==> src/logic/sys_bus_pkg.sv <==
// ######################################################################
// shared constants and state types for the data-side system bus
// import by wildcard in the module header
// ######################################################################
package sys_bus_pkg;

    // data and address width
    localparam int xlen = 32;

    // region map, bounds inclusive
    localparam logic [xlen-1:0] timer_base = 32'h0200_0000;
    localparam logic [xlen-1:0] timer_end  = 32'h0200_000f;
    localparam logic [xlen-1:0] int_base   = 32'h0200_1000;
    localparam logic [xlen-1:0] int_end    = 32'h0200_100f;

    // timer register offsets
    localparam logic [3:0] off_mtime_lo = 4'd0;
    localparam logic [3:0] off_mtime_hi = 4'd4;
    localparam logic [3:0] off_cmp_lo   = 4'd8;
    localparam logic [3:0] off_cmp_hi   = 4'd12;

    // interrupt region offset
    localparam logic [3:0] off_int_code = 4'd0;

    localparam int                        int_code_width = 8;
    localparam logic [int_code_width-1:0] timer_int_code = 8'd7;

    // cache line geometry
    localparam int line_words     = 4;
    localparam int line_width     = line_words * xlen;
    localparam int beat_cnt_width = 2;

    typedef enum logic [1:0] {
        region_none,
        region_timer,
        region_int,
        region_io
    } region_e;

    typedef enum logic [1:0] {
        acc_idle,
        acc_wait,
        acc_done
    } access_state_e;

    typedef enum logic [1:0] {
        port_idle,
        port_single,
        port_line,
        port_finish
    } port_state_e;

endpackage

==> src/logic/data_access_ctrl.sv <==
// ######################################################################
// cpu data access sequencer: decodes the target region, hands I/O
// accesses to the port controller and returns read data and completion
// ######################################################################
`timescale 1ns/1ps

module data_access_ctrl
    import sys_bus_pkg::*;
(
    input  logic            clk,
    input  logic            rst_n,
    input  logic            read_en,
    input  logic            write_en,
    input  logic [xlen-1:0] mem_addr,
    input  logic [xlen-1:0] wdata,
    input  logic [xlen-1:0] clint_rdata,
    input  logic [xlen-1:0] io_rdata,
    input  logic            io_done,
    output logic            timer_sel,
    output logic            int_sel,
    output logic            io_req,
    output logic [xlen-1:0] rdata,
    output logic            mem_ready
);

    access_state_e   state;
    region_e         region_q;
    region_e         target;
    logic [xlen-1:0] io_data_q;

    // address decode, anything outside timer and interrupt goes to I/O
    always_comb begin
        if (mem_addr >= timer_base && mem_addr <= timer_end) begin
            target = region_timer;
        end else if (mem_addr >= int_base && mem_addr <= int_end) begin
            target = region_int;
        end else begin
            target = region_io;
        end
    end

    always_ff @(posedge clk or negedge rst_n) begin
        if (!rst_n) begin
            state    <= acc_idle;
            region_q <= region_none;
        end else begin
            unique case (state)
                acc_idle: begin
                    if (read_en || write_en) begin
                        region_q <= target;
                        // local regions answer after one cycle
                        state    <= (target == region_io) ? acc_wait : acc_done;
                    end
                end
                acc_wait: begin
                    if (io_done) begin
                        state <= acc_done;
                    end
                end
                acc_done: begin
                    state    <= acc_idle;
                    region_q <= region_none;
                end
                default: begin
                    state    <= acc_idle;
                    region_q <= region_none;
                end
            endcase
        end
    end

    // io_rdata is only valid with the ready beat, keep it for mem_ready
    always_ff @(posedge clk) begin
        if (io_done) begin
            io_data_q <= io_rdata;
        end
    end

    assign io_req    = (state == acc_wait);
    assign mem_ready = (state == acc_done);
    // clint acts in the done cycle while the cpu still holds the request
    assign timer_sel = (state == acc_done) && (region_q == region_timer);
    assign int_sel   = (state == acc_done) && (region_q == region_int);

    always_comb begin
        unique case (region_q)
            region_timer: rdata = clint_rdata;
            region_int:   rdata = clint_rdata;
            region_io:    rdata = io_data_q;
            default:      rdata = '0;
        endcase
    end

    a_mem_ready_pulse: assert property (
        @(posedge clk) disable iff (!rst_n) mem_ready |=> !mem_ready);

    a_io_req_region: assert property (
        @(posedge clk) disable iff (!rst_n) io_req |-> (region_q == region_io));

    // the port controller samples address and data straight from the cpu
    a_req_held: assert property (
        @(posedge clk) disable iff (!rst_n)
        (state == acc_wait) |-> $stable(mem_addr) && (!write_en || $stable(wdata)));

endmodule

==> src/logic/clint.sv <==
// ######################################################################
// machine timer block: free running mtime, 64-bit compare, timer
// interrupt level and the current interrupt code register
// ######################################################################
`timescale 1ns/1ps

module clint
    import sys_bus_pkg::*;
(
    input  logic                      clk,
    input  logic                      rst_n,
    input  logic                      timer_sel,
    input  logic                      int_sel,
    input  logic                      read_en,
    input  logic                      write_en,
    input  logic [3:0]                mem_addr,
    input  logic [xlen-1:0]           wdata,
    input  logic [int_code_width-1:0] peripheral_int_code,
    output logic [xlen-1:0]           clint_rdata,
    output logic                      timer_irq
);

    logic [2*xlen-1:0]         mtime;
    logic [2*xlen-1:0]         mtimecmp;
    logic [int_code_width-1:0] cur_int_code;

    // mtime counts clk cycles
    always_ff @(posedge clk or negedge rst_n) begin
        if (!rst_n) begin
            mtime <= '0;
        end else begin
            mtime <= mtime + 1'b1;
        end
    end

    // compare halves, write only
    always_ff @(posedge clk or negedge rst_n) begin
        if (!rst_n) begin
            mtimecmp <= '1;
        end else if (timer_sel && write_en) begin
            case (mem_addr)
                off_cmp_lo: begin
                    mtimecmp[xlen-1:0] <= wdata;
                end
                off_cmp_hi: begin
                    mtimecmp[2*xlen-1:xlen] <= wdata;
                end
                default: begin
                end
            endcase
        end
    end

    always_ff @(posedge clk or negedge rst_n) begin
        if (!rst_n) begin
            timer_irq <= 1'b0;
        end else begin
            timer_irq <= (mtime >= mtimecmp);
        end
    end

    // timer interrupt wins over the peripheral code
    assign cur_int_code = timer_irq ? timer_int_code : peripheral_int_code;

    // unsupported offsets read as zero
    always_comb begin
        clint_rdata = '0;
        if (timer_sel && read_en) begin
            case (mem_addr)
                off_mtime_lo: clint_rdata = mtime[xlen-1:0];
                off_mtime_hi: clint_rdata = mtime[2*xlen-1:xlen];
                default:      clint_rdata = '0;
            endcase
        end else if (int_sel && read_en && mem_addr == off_int_code) begin
            clint_rdata = {{(xlen - int_code_width){1'b0}}, cur_int_code};
        end
    end

    a_one_region: assert property (
        @(posedge clk) disable iff (!rst_n) !(timer_sel && int_sel));

endmodule

==> src/logic/io_port_ctrl.sv <==
// ######################################################################
// external I/O port sequencer: single word cpu accesses and four-beat
// cache line bursts, a waiting line request is served first
// ######################################################################
`timescale 1ns/1ps

module io_port_ctrl
    import sys_bus_pkg::*;
(
    input  logic                  clk,
    input  logic                  rst_n,
    input  logic                  io_req,
    input  logic                  read_en,
    input  logic                  write_en,
    input  logic [xlen-1:0]       mem_addr,
    input  logic [xlen-1:0]       wdata,
    input  logic [1:0]            byte_size,
    input  logic                  line_read,
    input  logic                  line_write,
    input  logic [xlen-1:0]       line_addr,
    input  logic [line_width-1:0] line_wdata,
    input  logic [xlen-1:0]       io_rdata,
    input  logic                  io_ready,
    output logic                  io_done,
    output logic [line_width-1:0] line_rdata,
    output logic                  line_ready,
    output logic [xlen-1:0]       io_addr,
    output logic                  io_read,
    output logic                  io_write,
    output logic [xlen-1:0]       io_wdata,
    output logic [1:0]            io_byte_size,
    output logic                  burst,
    output logic [2:0]            burst_size
);

    port_state_e               state;
    logic                      ready_q;
    logic                      beat_rise;
    logic                      last_beat;
    logic                      line_beat;
    logic                      start_line;
    logic                      start_single;
    logic [beat_cnt_width-1:0] beat_cnt;
    logic [beat_cnt_width-1:0] beat_next;

    // a beat is a rising edge of io_ready, a held level counts once
    assign beat_rise    = io_ready && !ready_q;
    assign last_beat    = (beat_cnt == beat_cnt_width'(line_words - 1));
    assign line_beat    = (state == port_line) && beat_rise;
    assign beat_next    = beat_cnt + 1'b1;
    assign start_line   = (state == port_idle) && (line_read || line_write);
    assign start_single = (state == port_idle) && io_req && !(line_read || line_write);

    // completion to the sequencer in the same cycle as io_ready
    assign io_done = (state == port_single) && beat_rise;

    always_ff @(posedge clk or negedge rst_n) begin
        if (!rst_n) begin
            state      <= port_idle;
            ready_q    <= 1'b0;
            io_read    <= 1'b0;
            io_write   <= 1'b0;
            burst      <= 1'b0;
            line_ready <= 1'b0;
            beat_cnt   <= '0;
        end else begin
            ready_q    <= io_ready;
            line_ready <= 1'b0;
            unique case (state)
                port_idle: begin
                    beat_cnt <= '0;
                    if (start_line) begin
                        state    <= port_line;
                        io_read  <= line_read;
                        io_write <= line_write;
                        burst    <= 1'b1;
                    end else if (start_single) begin
                        state    <= port_single;
                        io_read  <= read_en;
                        io_write <= write_en;
                    end
                end
                port_single: begin
                    if (beat_rise) begin
                        state    <= port_finish;
                        io_read  <= 1'b0;
                        io_write <= 1'b0;
                    end
                end
                port_line: begin
                    if (beat_rise && last_beat) begin
                        state      <= port_finish;
                        io_read    <= 1'b0;
                        io_write   <= 1'b0;
                        burst      <= 1'b0;
                        line_ready <= 1'b1;
                    end else if (beat_rise) begin
                        beat_cnt <= beat_next;
                    end
                end
                // gap cycle so the requester can drop its request
                port_finish: begin
                    state <= port_idle;
                end
                default: begin
                    state <= port_idle;
                end
            endcase
        end
    end

    always_ff @(posedge clk) begin
        if (start_line) begin
            io_addr      <= line_addr;
            io_wdata     <= line_wdata[xlen-1:0];
            // byte size 0 selects a full word
            io_byte_size <= 2'd0;
            burst_size   <= 3'(line_words - 1);
        end else if (start_single) begin
            io_addr      <= mem_addr;
            io_wdata     <= wdata;
            io_byte_size <= byte_size;
            burst_size   <= 3'd0;
        end else if (line_beat && !last_beat) begin
            io_addr  <= io_addr + xlen'(xlen / 8);
            io_wdata <= line_wdata[beat_next*xlen +: xlen];
        end
        // fill the line word by word on reads
        if (line_beat && io_read) begin
            line_rdata[beat_cnt*xlen +: xlen] <= io_rdata;
        end
    end

    a_rw_exclusive: assert property (
        @(posedge clk) disable iff (!rst_n) !(io_read && io_write));

endmodule

==> src/logic/sys_bus_top.sv <==
// ######################################################################
// data-side system bus top: connects the cpu data port and the cache
// line channel to the timer block and the shared external I/O port
// ######################################################################
`timescale 1ns/1ps

module sys_bus_top
    import sys_bus_pkg::*;
(
    input  logic                      clk,
    input  logic                      rst_n,
    // cpu data port
    input  logic                      read_en,
    input  logic                      write_en,
    input  logic [xlen-1:0]           mem_addr,
    input  logic [xlen-1:0]           wdata,
    input  logic [1:0]                byte_size,
    output logic [xlen-1:0]           rdata,
    output logic                      mem_ready,
    // cache line channel
    input  logic                      line_read,
    input  logic                      line_write,
    input  logic [xlen-1:0]           line_addr,
    input  logic [line_width-1:0]     line_wdata,
    output logic [line_width-1:0]     line_rdata,
    output logic                      line_ready,
    // external I/O port
    output logic [xlen-1:0]           io_addr,
    output logic                      io_read,
    output logic                      io_write,
    output logic [xlen-1:0]           io_wdata,
    output logic [1:0]                io_byte_size,
    output logic                      burst,
    output logic [2:0]                burst_size,
    input  logic [xlen-1:0]           io_rdata,
    input  logic                      io_ready,
    // interrupts
    input  logic [int_code_width-1:0] peripheral_int_code,
    output logic                      timer_irq
);

    logic            timer_sel;
    logic            int_sel;
    logic            io_req;
    logic            io_done;
    logic [xlen-1:0] clint_rdata;

    data_access_ctrl i_data_access_ctrl (
        .clk         (clk),
        .rst_n       (rst_n),
        .read_en     (read_en),
        .write_en    (write_en),
        .mem_addr    (mem_addr),
        .wdata       (wdata),
        .clint_rdata (clint_rdata),
        .io_rdata    (io_rdata),
        .io_done     (io_done),
        .timer_sel   (timer_sel),
        .int_sel     (int_sel),
        .io_req      (io_req),
        .rdata       (rdata),
        .mem_ready   (mem_ready)
    );

    // only the register offset reaches the timer block
    clint i_clint (
        .clk                 (clk),
        .rst_n               (rst_n),
        .timer_sel           (timer_sel),
        .int_sel             (int_sel),
        .read_en             (read_en),
        .write_en            (write_en),
        .mem_addr            (mem_addr[3:0]),
        .wdata               (wdata),
        .peripheral_int_code (peripheral_int_code),
        .clint_rdata         (clint_rdata),
        .timer_irq           (timer_irq)
    );

    io_port_ctrl i_io_port_ctrl (
        .clk          (clk),
        .rst_n        (rst_n),
        .io_req       (io_req),
        .read_en      (read_en),
        .write_en     (write_en),
        .mem_addr     (mem_addr),
        .wdata        (wdata),
        .byte_size    (byte_size),
        .line_read    (line_read),
        .line_write   (line_write),
        .line_addr    (line_addr),
        .line_wdata   (line_wdata),
        .io_rdata     (io_rdata),
        .io_ready     (io_ready),
        .io_done      (io_done),
        .line_rdata   (line_rdata),
        .line_ready   (line_ready),
        .io_addr      (io_addr),
        .io_read      (io_read),
        .io_write     (io_write),
        .io_wdata     (io_wdata),
        .io_byte_size (io_byte_size),
        .burst        (burst),
        .burst_size   (burst_size)
    );

endmodule

==> config.mk <==
export PLATFORM = sky130hd
export DESIGN_NAME = sys_bus_top
export DESIGN_NICKNAME = d
export VERILOG_FILES = /design/src/logic/sys_bus_pkg.sv /design/src/logic/data_access_ctrl.sv /design/src/logic/clint.sv /design/src/logic/io_port_ctrl.sv /design/src/logic/sys_bus_top.sv
export SDC_FILE = /design/constraint.sdc
export NUM_CORES = 1
export LEC_CHECK = 0
export ABC_AREA = 1
export BUFFER_PORTS_ARGS = -buffer_cell sky130_fd_sc_hd__buf_2
export CORE_ASPECT_RATIO = 1.4
export CORE_UTILIZATION = 39
export CTS_BUF_LIST = sky130_fd_sc_hd__clkbuf_8
export DETAILED_ROUTE_END_ITERATION = 8
export HOLD_SLACK_MARGIN = 0.08
export SLEW_MARGIN = 15
export SYNTH_ARGS = -nofsm -noshare
export SYNTH_HDL_FRONTEND = slang
export SYNTH_SLANG_ARGS = --single-unit
==> constraint.sdc <==
create_clock -name clk -period 3.2 [get_ports clk]
set_input_delay 0.96 -clock clk [delete_from_list [all_inputs] [get_ports clk]]
set_output_delay 0.96 -clock clk [all_outputs]
set_load 0.01 [all_outputs]
== Yosys cells after proc, flatten, opt, wreduce, memory -nomap -nowiden ==
Index checks and enable logic that the tools add are counted.
Word-level totals
  bits of input ports: 273
  register bits after elaboration: 370
Cells by class
  equal/unequal tests: 21
  shift-type cells: 3
  order comparisons: 5
  reduce and logical (&&, ||, !) cells: 37
  $add $sub $neg: 4
  bitwise logic cells: 1
  mux-type cells: 40
Operator list (number)
  $mux W32: 7
  $bwmux W128: 1
  $pmux W32 S2: 2
  $shift A32 B34 Y128 const A: 1
  $shiftx A128 B8 Y32: 1
  $shiftx A32 B34 Y128: 1
  $add A64 B1 Y64 const B: 1
  $ge A32 B26 Y1 const B: 2
  $ge A64 B64 Y1: 1
  $le A32 B26 Y1 const B: 2
  $neg A7 Y34: 1
  $add A32 B3 Y32 const B: 1
  $mux W2: 11
  $logic_and A1 B1 Y1: 17
  $mux W8: 2
  $eq A2 B2 Y1 const B: 7
  $pmux W2 S2: 3
  $mux W1: 10
  $reduce_and A3 Y1: 3
  $eq A4 B4 Y1 const B: 2
  $ne A2 B1 Y1 const B: 4
  $pmux W2 S4: 1
  $reduce_and A2 Y1: 4
  $eq A2 B1 Y1 const B: 3
  15 further kinds: 23

== Logic depth before layout (Yosys ltp) ==
Gate-level depths: netlist of the first run.
  word-level depth: 8
  gate-level depth with buffers: 15

== Hierarchy ==
From an unflattened synthesis of the first run, not the netlist that was laid out.
Second synthesis, totals
  cell total of the unflattened synthesis: 2495
  area total of the unflattened synthesis: 20917.6 sq um
By module, submodules not included
  io_port_ctrl: cells each 1164, instances 1, area an instance 10557.6 sq um, seq. area each 6050.8 sq um
  clint: cells each 1111, instances 1, area an instance 8450.6 sq um, seq. area each 3308.2 sq um
  data_access_ctrl: cells each 220, instances 1, area an instance 1909.3 sq um, seq. area each 1061.0 sq um

== Least setup slack after synthesis of the first run ==
OpenSTA, ideal clock, no wires.
  kind: input to register
  start: input port line_write
  end: register i_io_port_ctrl.io_addr[10] (enable)
  path slack: -377 ps
  arrival time: 3156 ps
  path buffers: 1
  cell stages on the path: 8
  setup time: 421 ps
  cell sequence: o21ai_2 -> nand2_1 -> inv_2 -> nand2_2 -> clkinv_2 -> buf_2 -> nor2_1 -> nand2_1
On the way
  word-level cells in the longest chain between the ends: 4
RTL lines
  from (decl): line sys_bus_top.sv:22  | input logic line_write,
  $logic_or A1 B1 Y1 *: line io_port_ctrl.sv:51, io_port_ctrl.sv:52
  $logic_not A1 Y1: line io_port_ctrl.sv:52  | assign start_single = (state == port_idle) && io_req && !(line_read || line_write);
  $logic_and A1 B1 Y1: line io_port_ctrl.sv:52
  $reduce_bool A3 Y1 (no source line) *
  to (signal assigned): line io_port_ctrl.sv:114  | io_addr <= line_addr;
  to (signal assigned): line io_port_ctrl.sv:120  | io_addr <= mem_addr;
  to (signal assigned): line io_port_ctrl.sv:125  | io_addr <= io_addr + xlen'(xlen / 8);
  to (decl): line io_port_ctrl.sv:27  | output logic [xlen-1:0] io_addr,
Every way passes the cells marked *; elsewhere a longest branch is shown, timed or not.
A chain may end at the register's enable or synchronous reset.

== Worst setup path after layout of the first run ==
  start: input port mem_addr[1]
  end: output port rdata[25]
On the way
  word-level cells in the longest chain between the ends: 4
RTL lines
  from (decl): line sys_bus_top.sv:15  | input logic [xlen-1:0] mem_addr,
  $eq A4 B3 Y1 / $logic_not A4 Y1 (equally long branches): line clint.sv:69  | case (mem_addr)
  $pmux W32 S2 *: line clint.sv:69
  $mux W32 *: line clint.sv:68  | if (timer_sel && read_en) begin
  $pmux W32 S2 *: line data_access_ctrl.sv:86  | unique case (region_q)
  to (decl): line sys_bus_top.sv:18  | output logic [xlen-1:0] rdata,
Marks and branches as above.

==> metrics.md, run 1 <==
| Metric | Value |
|---|---|
| Status | `complete, but fails checks` |
| Failing checks | `setup timing` |
| Critical path data required time | `2.24 ns` |
| FF+latch count, synth | `369` |
| Gate Count Post-Synth | `2451` |
| CTS Root Buffer Type | `clkbuf_8` |
| Reg-to-Reg Start | `i_io_port_ctrl.beat_cnt[0]$_DFFE_PN0P_` |
| Area Overhead vs Synth | `25.5%` |
| Seq pwr share | `38.3%` |
| Slew @ Worst Pin | `0.680 ns` |
| Via density | `5.23` |
| Prevailing post-synth register cell | `edfxtp_1` |
| WP data arrival | `2.27 ns` |
| Multi-input combinational cell area | `8740 sq um` |
| Die width | `196 um` |
| Final worst clock skew | `0.0450 ns` |
| RSZ-0062 raised after global routing | `yes` |
| Post-synth cell types | `50` |
| Post-route ant nets | `0` |
| First-pass GRT wire length | `121 mm` |
| Nets | `3335` |
| Maximum vdd ir drop | `0.605 mV` |
| Max cap viols | `0` |
| Number of fill cells | `5146` |
| Largest net degree at the start of global routing | `111` |
| CP endpoint kind | `output port` |
| Power Internal | `10.5 mW` |
| Via count | `19600` |
| PD cells | `687 nW/um^2` |
| Reg clk slew, reported paths | `0.07 ns` |
| Worst-skew pair later-pin latency | `0.71 ns` |
| Clock power share | `23.0%` |
| DP Worst Slack | `-0.278 ns` |
| Logic pwr share | `38.7%` |
| # port buffers | `506` |
| Register area share after synthesis | `50.6%` |
| Share of cells above drive strength 1 | `27.2%` |
| CTS H-tree depth | `2` |
| Tmin final | `3.23 ns` |
| Register Area | `10400 sq um` |
| Number of global-route vias before repair | `19500` |
| DR pass1 iterations | `5` |
| Gp weighted congestion | `1.02` |
| Placeable Area | `52100 sq um` |
| Detailed Route WL | `83.6 mm` |
| EDFF count, synth | `224` |
| Final worst-path setup slack | `-0.0281 ns` |
| Final instance area | `25800 sq um` |
| Fraction of registers with async set/reset | `38.5%` |
| Sw Pwr | `7.28 mW` |
| Full die area | `53700 sq um` |
| Rows | `99` |
| Mean routed wirelength per cell | `22.3 um` |
| Worst-case reg-to-reg path depth | `7` |
| Gr usage total | `30.6%` |
| Endpoints failing setup | `6` |
| Post-DP Area | `24200 sq um` |
| Hold Vio Cnt, Final | `0` |
| Worst setup path class | `in -> out` |
| Initial antenna violation count | `9` |
| Die H | `274 um` |
| Worst Path Max Fanout | `12` |
| Final Instance Count excl. Fillers | `3748` |
| 1st-iter DRT viols | `1394` |
| Static Leak | `11.5 nW` |
| Worst hold path class | `in -> async` |
| Initial Util | `39.5%` |
| Flop2flop setup slack | `0.45 ns` |
| DRC | `0` |
| Clock Path Buffers | `3` |
| Placed insts | `3611` |
| Synth Area per Inst | `8.40 sq um` |
| Max-slew violation count | `0` |
| I/O pins | `508` |
| CTS tree | `done` |
| Max transition margin | `54.3%` |
| CTS Hold Buffers Added | `0` |
| Total grt overflow | `0` |
| Num Clock Sinks | `369` |
| Synth Cell Area | `20600 sq um` |
| Fmax | `310 MHz` |
| Element type at the critical path start | `primary input` |
| Worst reg2reg endpoint | `i_io_port_ctrl.io_wdata[18]$_DFFE_PP_` |
| Switching share of total power | `41.0%` |
| Syn_nets | `2804` |
| Total CTS buffers | `61` |
| Hpwl dp | `65.9 mm` |
| Fin crit share | `101%` |
| YS warnings | `0` |
[worst max path at each step]
stage / start / end / slack, ns / cells past startpoint
6_report: mem_addr[1] / rdata[25] / -0.03 / 11
4_1_cts: i_data_access_ctrl.state[1]$_DFFE_PN0P_ / rdata[26] / -0.04 / 10
3_3_place_gp: mem_addr[0] / rdata[12] / -0.25 / 10
5_1_grt: i_data_access_ctrl.region_q[1]$_DFFE_PN0P_ / rdata[6] / -0.14 / 8
3_5_place_dp: mem_addr[1] / rdata[12] / -0.28 / 10
2_1_floorplan: io_ready / i_io_port_ctrl.line_rdata[0]$_DFFE_PP_ / 0.04 / 6
[worst max-delay path, stage by stage]
cell	delay, ns
buf_2	0.11
inv_2	0.05
nand2_2	0.09
inv_4	0.10
nand3_4	0.09
buf_12	0.15
buf_16	0.14
o22ai_1	0.11
nand2_1	0.08
a21oi_2	0.20
buf_2	0.17
[per-layer routing]
layer / wire, um / share of wire [%] / up-vias / global-route usage, %
li1: - / - / 9200 / -
met3: 4980 / 6.0 / 234 / 5.14
met5: 27 / 0.032 / - / 0
met2: 42200 / 50 / 814 / 54.0
met1: 31100 / 37 / 9332 / 34.6
met4: 5370 / 6.4 / 4 / 18.2
[cell usage after synthesis, types with 25 or more instances]
| cell | count | area share [%] |
|---|---|---|
| edfxtp_1 | 224 | 33 |
| nand4_1 | 25 | 0.76 |
| a21oi_1 | 163 | 4.0 |
| ha_1 | 80 | 4.9 |
| nand2_1 | 445 | 8.1 |
| nor2_1 | 272 | 5.0 |
| nor3_1 | 88 | 2.1 |
| o21ai_0 | 279 | 6.8 |
| dfrtp_1 | 78 | 9.5 |
| xor2_1 | 63 | 2.7 |
| clkbuf_1 | 69 | 1.3 |
| dfstp_2 | 64 | 8.2 |
| inv_1 | 330 | 6.0 |
| nand3_1 | 109 | 2.6 |
[cells in the final DEF, fill, tap and decap left out, drive strengths merged, types with 6 or more instances in the layout]
master and instances:
nand3 112, xor2 63, o21ai 294, ha 80
nor3 96, a21oi 163, edfxtp 224, clkbuf 71
inv 374, nand2 454, dfrtp 78, nor2 285
or2 6, nor4 7, diode 7, nand4 26
clkinv 13, dfstp 64, nand3b 8, buf 566
o22ai 20
[logic make-up after synthesis]
logic type	Yosys count	synth area share [%]
simple gates	1001	21.0
buf+inv	442	8.38
other cells	1	0.0182
flops	369	50.6
xor+xnor	67	2.85
compound gates	491	12.3
fa+ha+maj	80	4.86
[final cells by class]
class / instances / area share [%]
Timing Repair Buffer: 568 / 12.8
Sequential cell: 369 / 40.3
Clock buffer: 69 / 3.67
Clock inverter: 46 / 0.901
Multi-Input combinational cell: 1640 / 33.8
Antenna cell: 7 / 0.0678
Inverter: 342 / 5.01
Tap cell: 707 / 3.42
[state kept, by name, summed over array words and instances, names as in the netlist]
register and count:
i_io_port_ctrl.line_rdata 128, i_clint.mtime 64, i_clint.mtimecmp 64, i_data_access_ctrl.io_data_q 32, i_io_port_ctrl.io_addr 32, i_io_port_ctrl.io_wdata 32, i_data_access_ctrl.region_q 2, i_data_access_ctrl.state 2
i_io_port_ctrl.beat_cnt 2, i_io_port_ctrl.io_byte_size 2, i_io_port_ctrl.state 2, i_clint.timer_irq 1, i_io_port_ctrl.burst 1, i_io_port_ctrl.burst_size 1, i_io_port_ctrl.io_read 1, i_io_port_ctrl.io_write 1
i_io_port_ctrl.line_ready 1, i_io_port_ctrl.ready_q 1
[through the flow]
step           setup TNS (ns)  util [%]  hold slack [ns]  power (mW)
3_5_place_dp            -5.00      46.3            0.466        13.4
3_3_place_gp            -4.39      46.3            0.451        13.3
6_report               -0.108      49.6            0.298        17.8
2_1_floorplan               0         -            0.455        10.7
5_1_grt                 -2.44      49.6            0.293        18.8
4_1_cts                -0.347      49.2            0.249        17.8
[power by group through the flow]
stage | Sequential [mW] | Clock [mW] | Combinational (mW)
after floorplan | 6.96 | 0 | 3.69
after global placement | 6.87 | 0 | 6.44
after detailed placement | 6.88 | 0 | 6.51
after CTS | 6.80 | 4.20 | 6.81
after global routing | 6.87 | 4.36 | 7.54
final | 6.80 | 4.09 | 6.87
[what timing repair did]
action / CTS / global route
pin swaps: 12 / 23
endpoints found under the hold margin: 0 / 0
resized for setup: 49 / 41
endpoints found under the setup margin: 32 / 32
setup buffers: 12 / 0
cloned: 1 / 2
Note: power is estimated with default switching activity, not from simulation.
==> run 2: changes to the inputs <==
clock period = 2.6 ns   (was 3.2 ns; I/O delays follow)
==> metrics.md, run 2 (synthesis results as in run 1) <==
| Metric | Value |
|---|---|
| Status | `complete, but fails checks` |
| Failing checks | `setup timing` |
| Critical path data required time | `1.82 ns` |
| Final worst clock skew | `0.0362 ns` |
| Worst-case reg-to-reg path depth | `10` |
| Worst-skew pair later-pin latency | `0.72 ns` |
| Static Leak | `11.4 nW` |
| Max FFs per register | `128` |
| Placed insts | `3635` |
| Min Hold Slack | `0.209 ns` |
| CP dominant cell by count | `inv_2` |
| Biggest regs | `i_io_port_ctrl.line_rdata: 128 flops, i_clint.mtime: 64 flops, i_clint.mtimecmp: 64 flops` |
| Fmax | `330 MHz` |
| Worst setup path class | `reg -> out` |
| Max-slew violation count | `0` |
| Maximum vdd ir drop | `0.551 mV` |
| Die H | `274 um` |
| Clock Path Buffers | `3` |
| Reg-to-Reg Start | `i_io_port_ctrl.state[0]$_DFFE_PN0P_` |
| Worst Path Max Fanout | `7` |
| Multi-input combinational cell area | `8660 sq um` |
| Post-DP Area | `24400 sq um` |
| Max cap viols | `0` |
| Max transition margin | `55.7%` |
| Worst reg2reg endpoint | `i_io_port_ctrl.io_wdata[4]$_DFFE_PP_` |
| Total grt overflow | `0` |
| RSZ-0062 raised after global routing | `yes` |
| Hold Startpoint | `io_ready` |
| Placeable Area | `52100 sq um` |
| Hpwl dp | `67.7 mm` |
| Gr usage total | `31.4%` |
| Area Overhead vs Synth | `26.1%` |
| Slew @ Worst Pin | `0.663 ns` |
| Fin crit share | `117%` |
| Initial antenna violation count | `13` |
| Final Util | `49.8%` |
| Gp weighted congestion | `1.00` |
| CTS Root Buffer Type | `clkbuf_8` |
| Reg clk slew, reported paths | `0.06 ns` |
| Full die area | `53700 sq um` |
| Min-Delay Path Depth | `1` |
| PD cells | `866 nW/um^2` |
| Top delay family on crit path | `buffers and inverters` |
| Commonest non-fill, non-tap cells in the layout | `buf_2, nand2_1, inv_1` |
| Initial Util | `39.5%` |
| Element type at the critical path start | `register` |
| Post-route ant nets | `0` |
| CP peak stage delay | `0.39 ns` |
| Largest net degree at the start of global routing | `134` |
| Total CTS buffers | `61` |
| CP cell instances | `inv_2, ha_4, inv_2, nor2_4, nand2_2, buf_6, o21ai_1, nand2_1, a21oi_2, buf_2` |
| 1st-iter DRT viols | `1343` |
| CP endpoint kind | `output port` |
| Bufs and invs on worst path | `4` |
| Slowest cell on crit path | `dfrtp_1` |
| DRC | `0` |
| First-pass GRT wire length | `124 mm` |
| Register Area | `10400 sq um` |
| Flop2flop setup slack | `0.27 ns` |
| Num Clock Sinks | `369` |
| # port buffers | `506` |
| Nets | `3357` |
| Final worst-path setup slack | `-0.431 ns` |
| Total Power | `22.5 mW` |
| Worst Hold End | `i_io_port_ctrl.ready_q$_DFF_PN0_` |
| Share of cells above drive strength 1 | `27.5%` |
| Number of global-route vias before repair | `19700` |
| Final instance area | `26000 sq um` |
| I/O pins | `508` |
| CTS H-tree depth | `2` |
| Tmin final | `3.03 ns` |
| Die width | `196 um` |
| Hold Vio Cnt, Final | `0` |
| Final Instance Count excl. Fillers | `3772` |
| DR pass1 iterations | `6` |
| WP data arrival | `2.25 ns` |
| Number of fill cells | `5155` |
| Mean routed wirelength per cell | `22.7 um` |
| Most flops, register | `i_io_port_ctrl.line_rdata` |
| Rows | `99` |
| Via density | `5.22` |
| CTS tree | `done` |
| Via count | `19700` |
| Detailed Route WL | `85.5 mm` |
| Commonest non-fill, non-tap cell in the layout | `buf_2` |
| Worst hold path class | `in -> reg` |
| Endpoints failing setup | `32` |
-- run 2: area by class of cell --
| class | instances | share of cell area, % |
|---|---|---|
| inverters | 342 | 4.98 |
| repair buffers | 590 | 13.2 |
| clock inverters | 49 | 1.28 |
| clock buffers | 67 | 3.55 |
| diodes | 8 | 0.0771 |
| well taps | 707 | 3.41 |
| multi-input cells | 1640 | 33.3 |
| flip-flops and latches | 369 | 40.2 |
-- run 2: routing by layer --
metal  up-vias  track usage (%)  wire (um)
met1      9477             35.4      31800
met4        10             15.6       4400
met5         -                0         67
li1       9244                -          -
met3       198             6.24       5380
met2       779             56.3      43900
-- run 2: report_power, final --
group          leakage, nW  switching, mW  internal, mW  total (mW)
registers             3.89          0.676          7.69        8.37
logic                 6.86           5.80          2.92        8.73
clock network        0.698           2.66          2.72        5.38
total                 11.4           9.14          13.3        22.5
-- run 2: repair_timing --
action	in CTS	in global routing
gates cloned	0	2
setup buffers	8	2
endpoints found under the hold margin	4	0
pin swaps	9	14
endpoints found under the setup margin	32	54
hold buffers	1	0
resized for setup	24	26
-- run 2: worst max path at each step --
stage | start | end | slack (ns) | cells after the start
after global routing | i_data_access_ctrl.state[1]$_DFFE_PN0P_ | rdata[2] | -0.54 | 10
after CTS | i_data_access_ctrl.region_q[1]$_DFFE_PN0P_ | rdata[4] | -0.48 | 9
after floorplan | io_ready | i_io_port_ctrl.line_rdata[0]$_DFFE_PP_ | -0.38 | 6
after global placement | mem_addr[0] | rdata[3] | -0.37 | 10
after detailed placement | mem_addr[0] | rdata[0] | -0.45 | 10
final | i_data_access_ctrl.region_q[1]$_DFFE_PN0P_ | rdata[2] | -0.43 | 10
-- run 2: stage by stage --
stage,TNS [ns],worst slack (ns)
3_3_place_gp,-9.75,-0.371
6_report,-11.90,-0.431
3_5_place_dp,-11.21,-0.454
2_1_floorplan,-54.13,-0.381
4_1_cts,-14.11,-0.476
5_1_grt,-15.64,-0.539
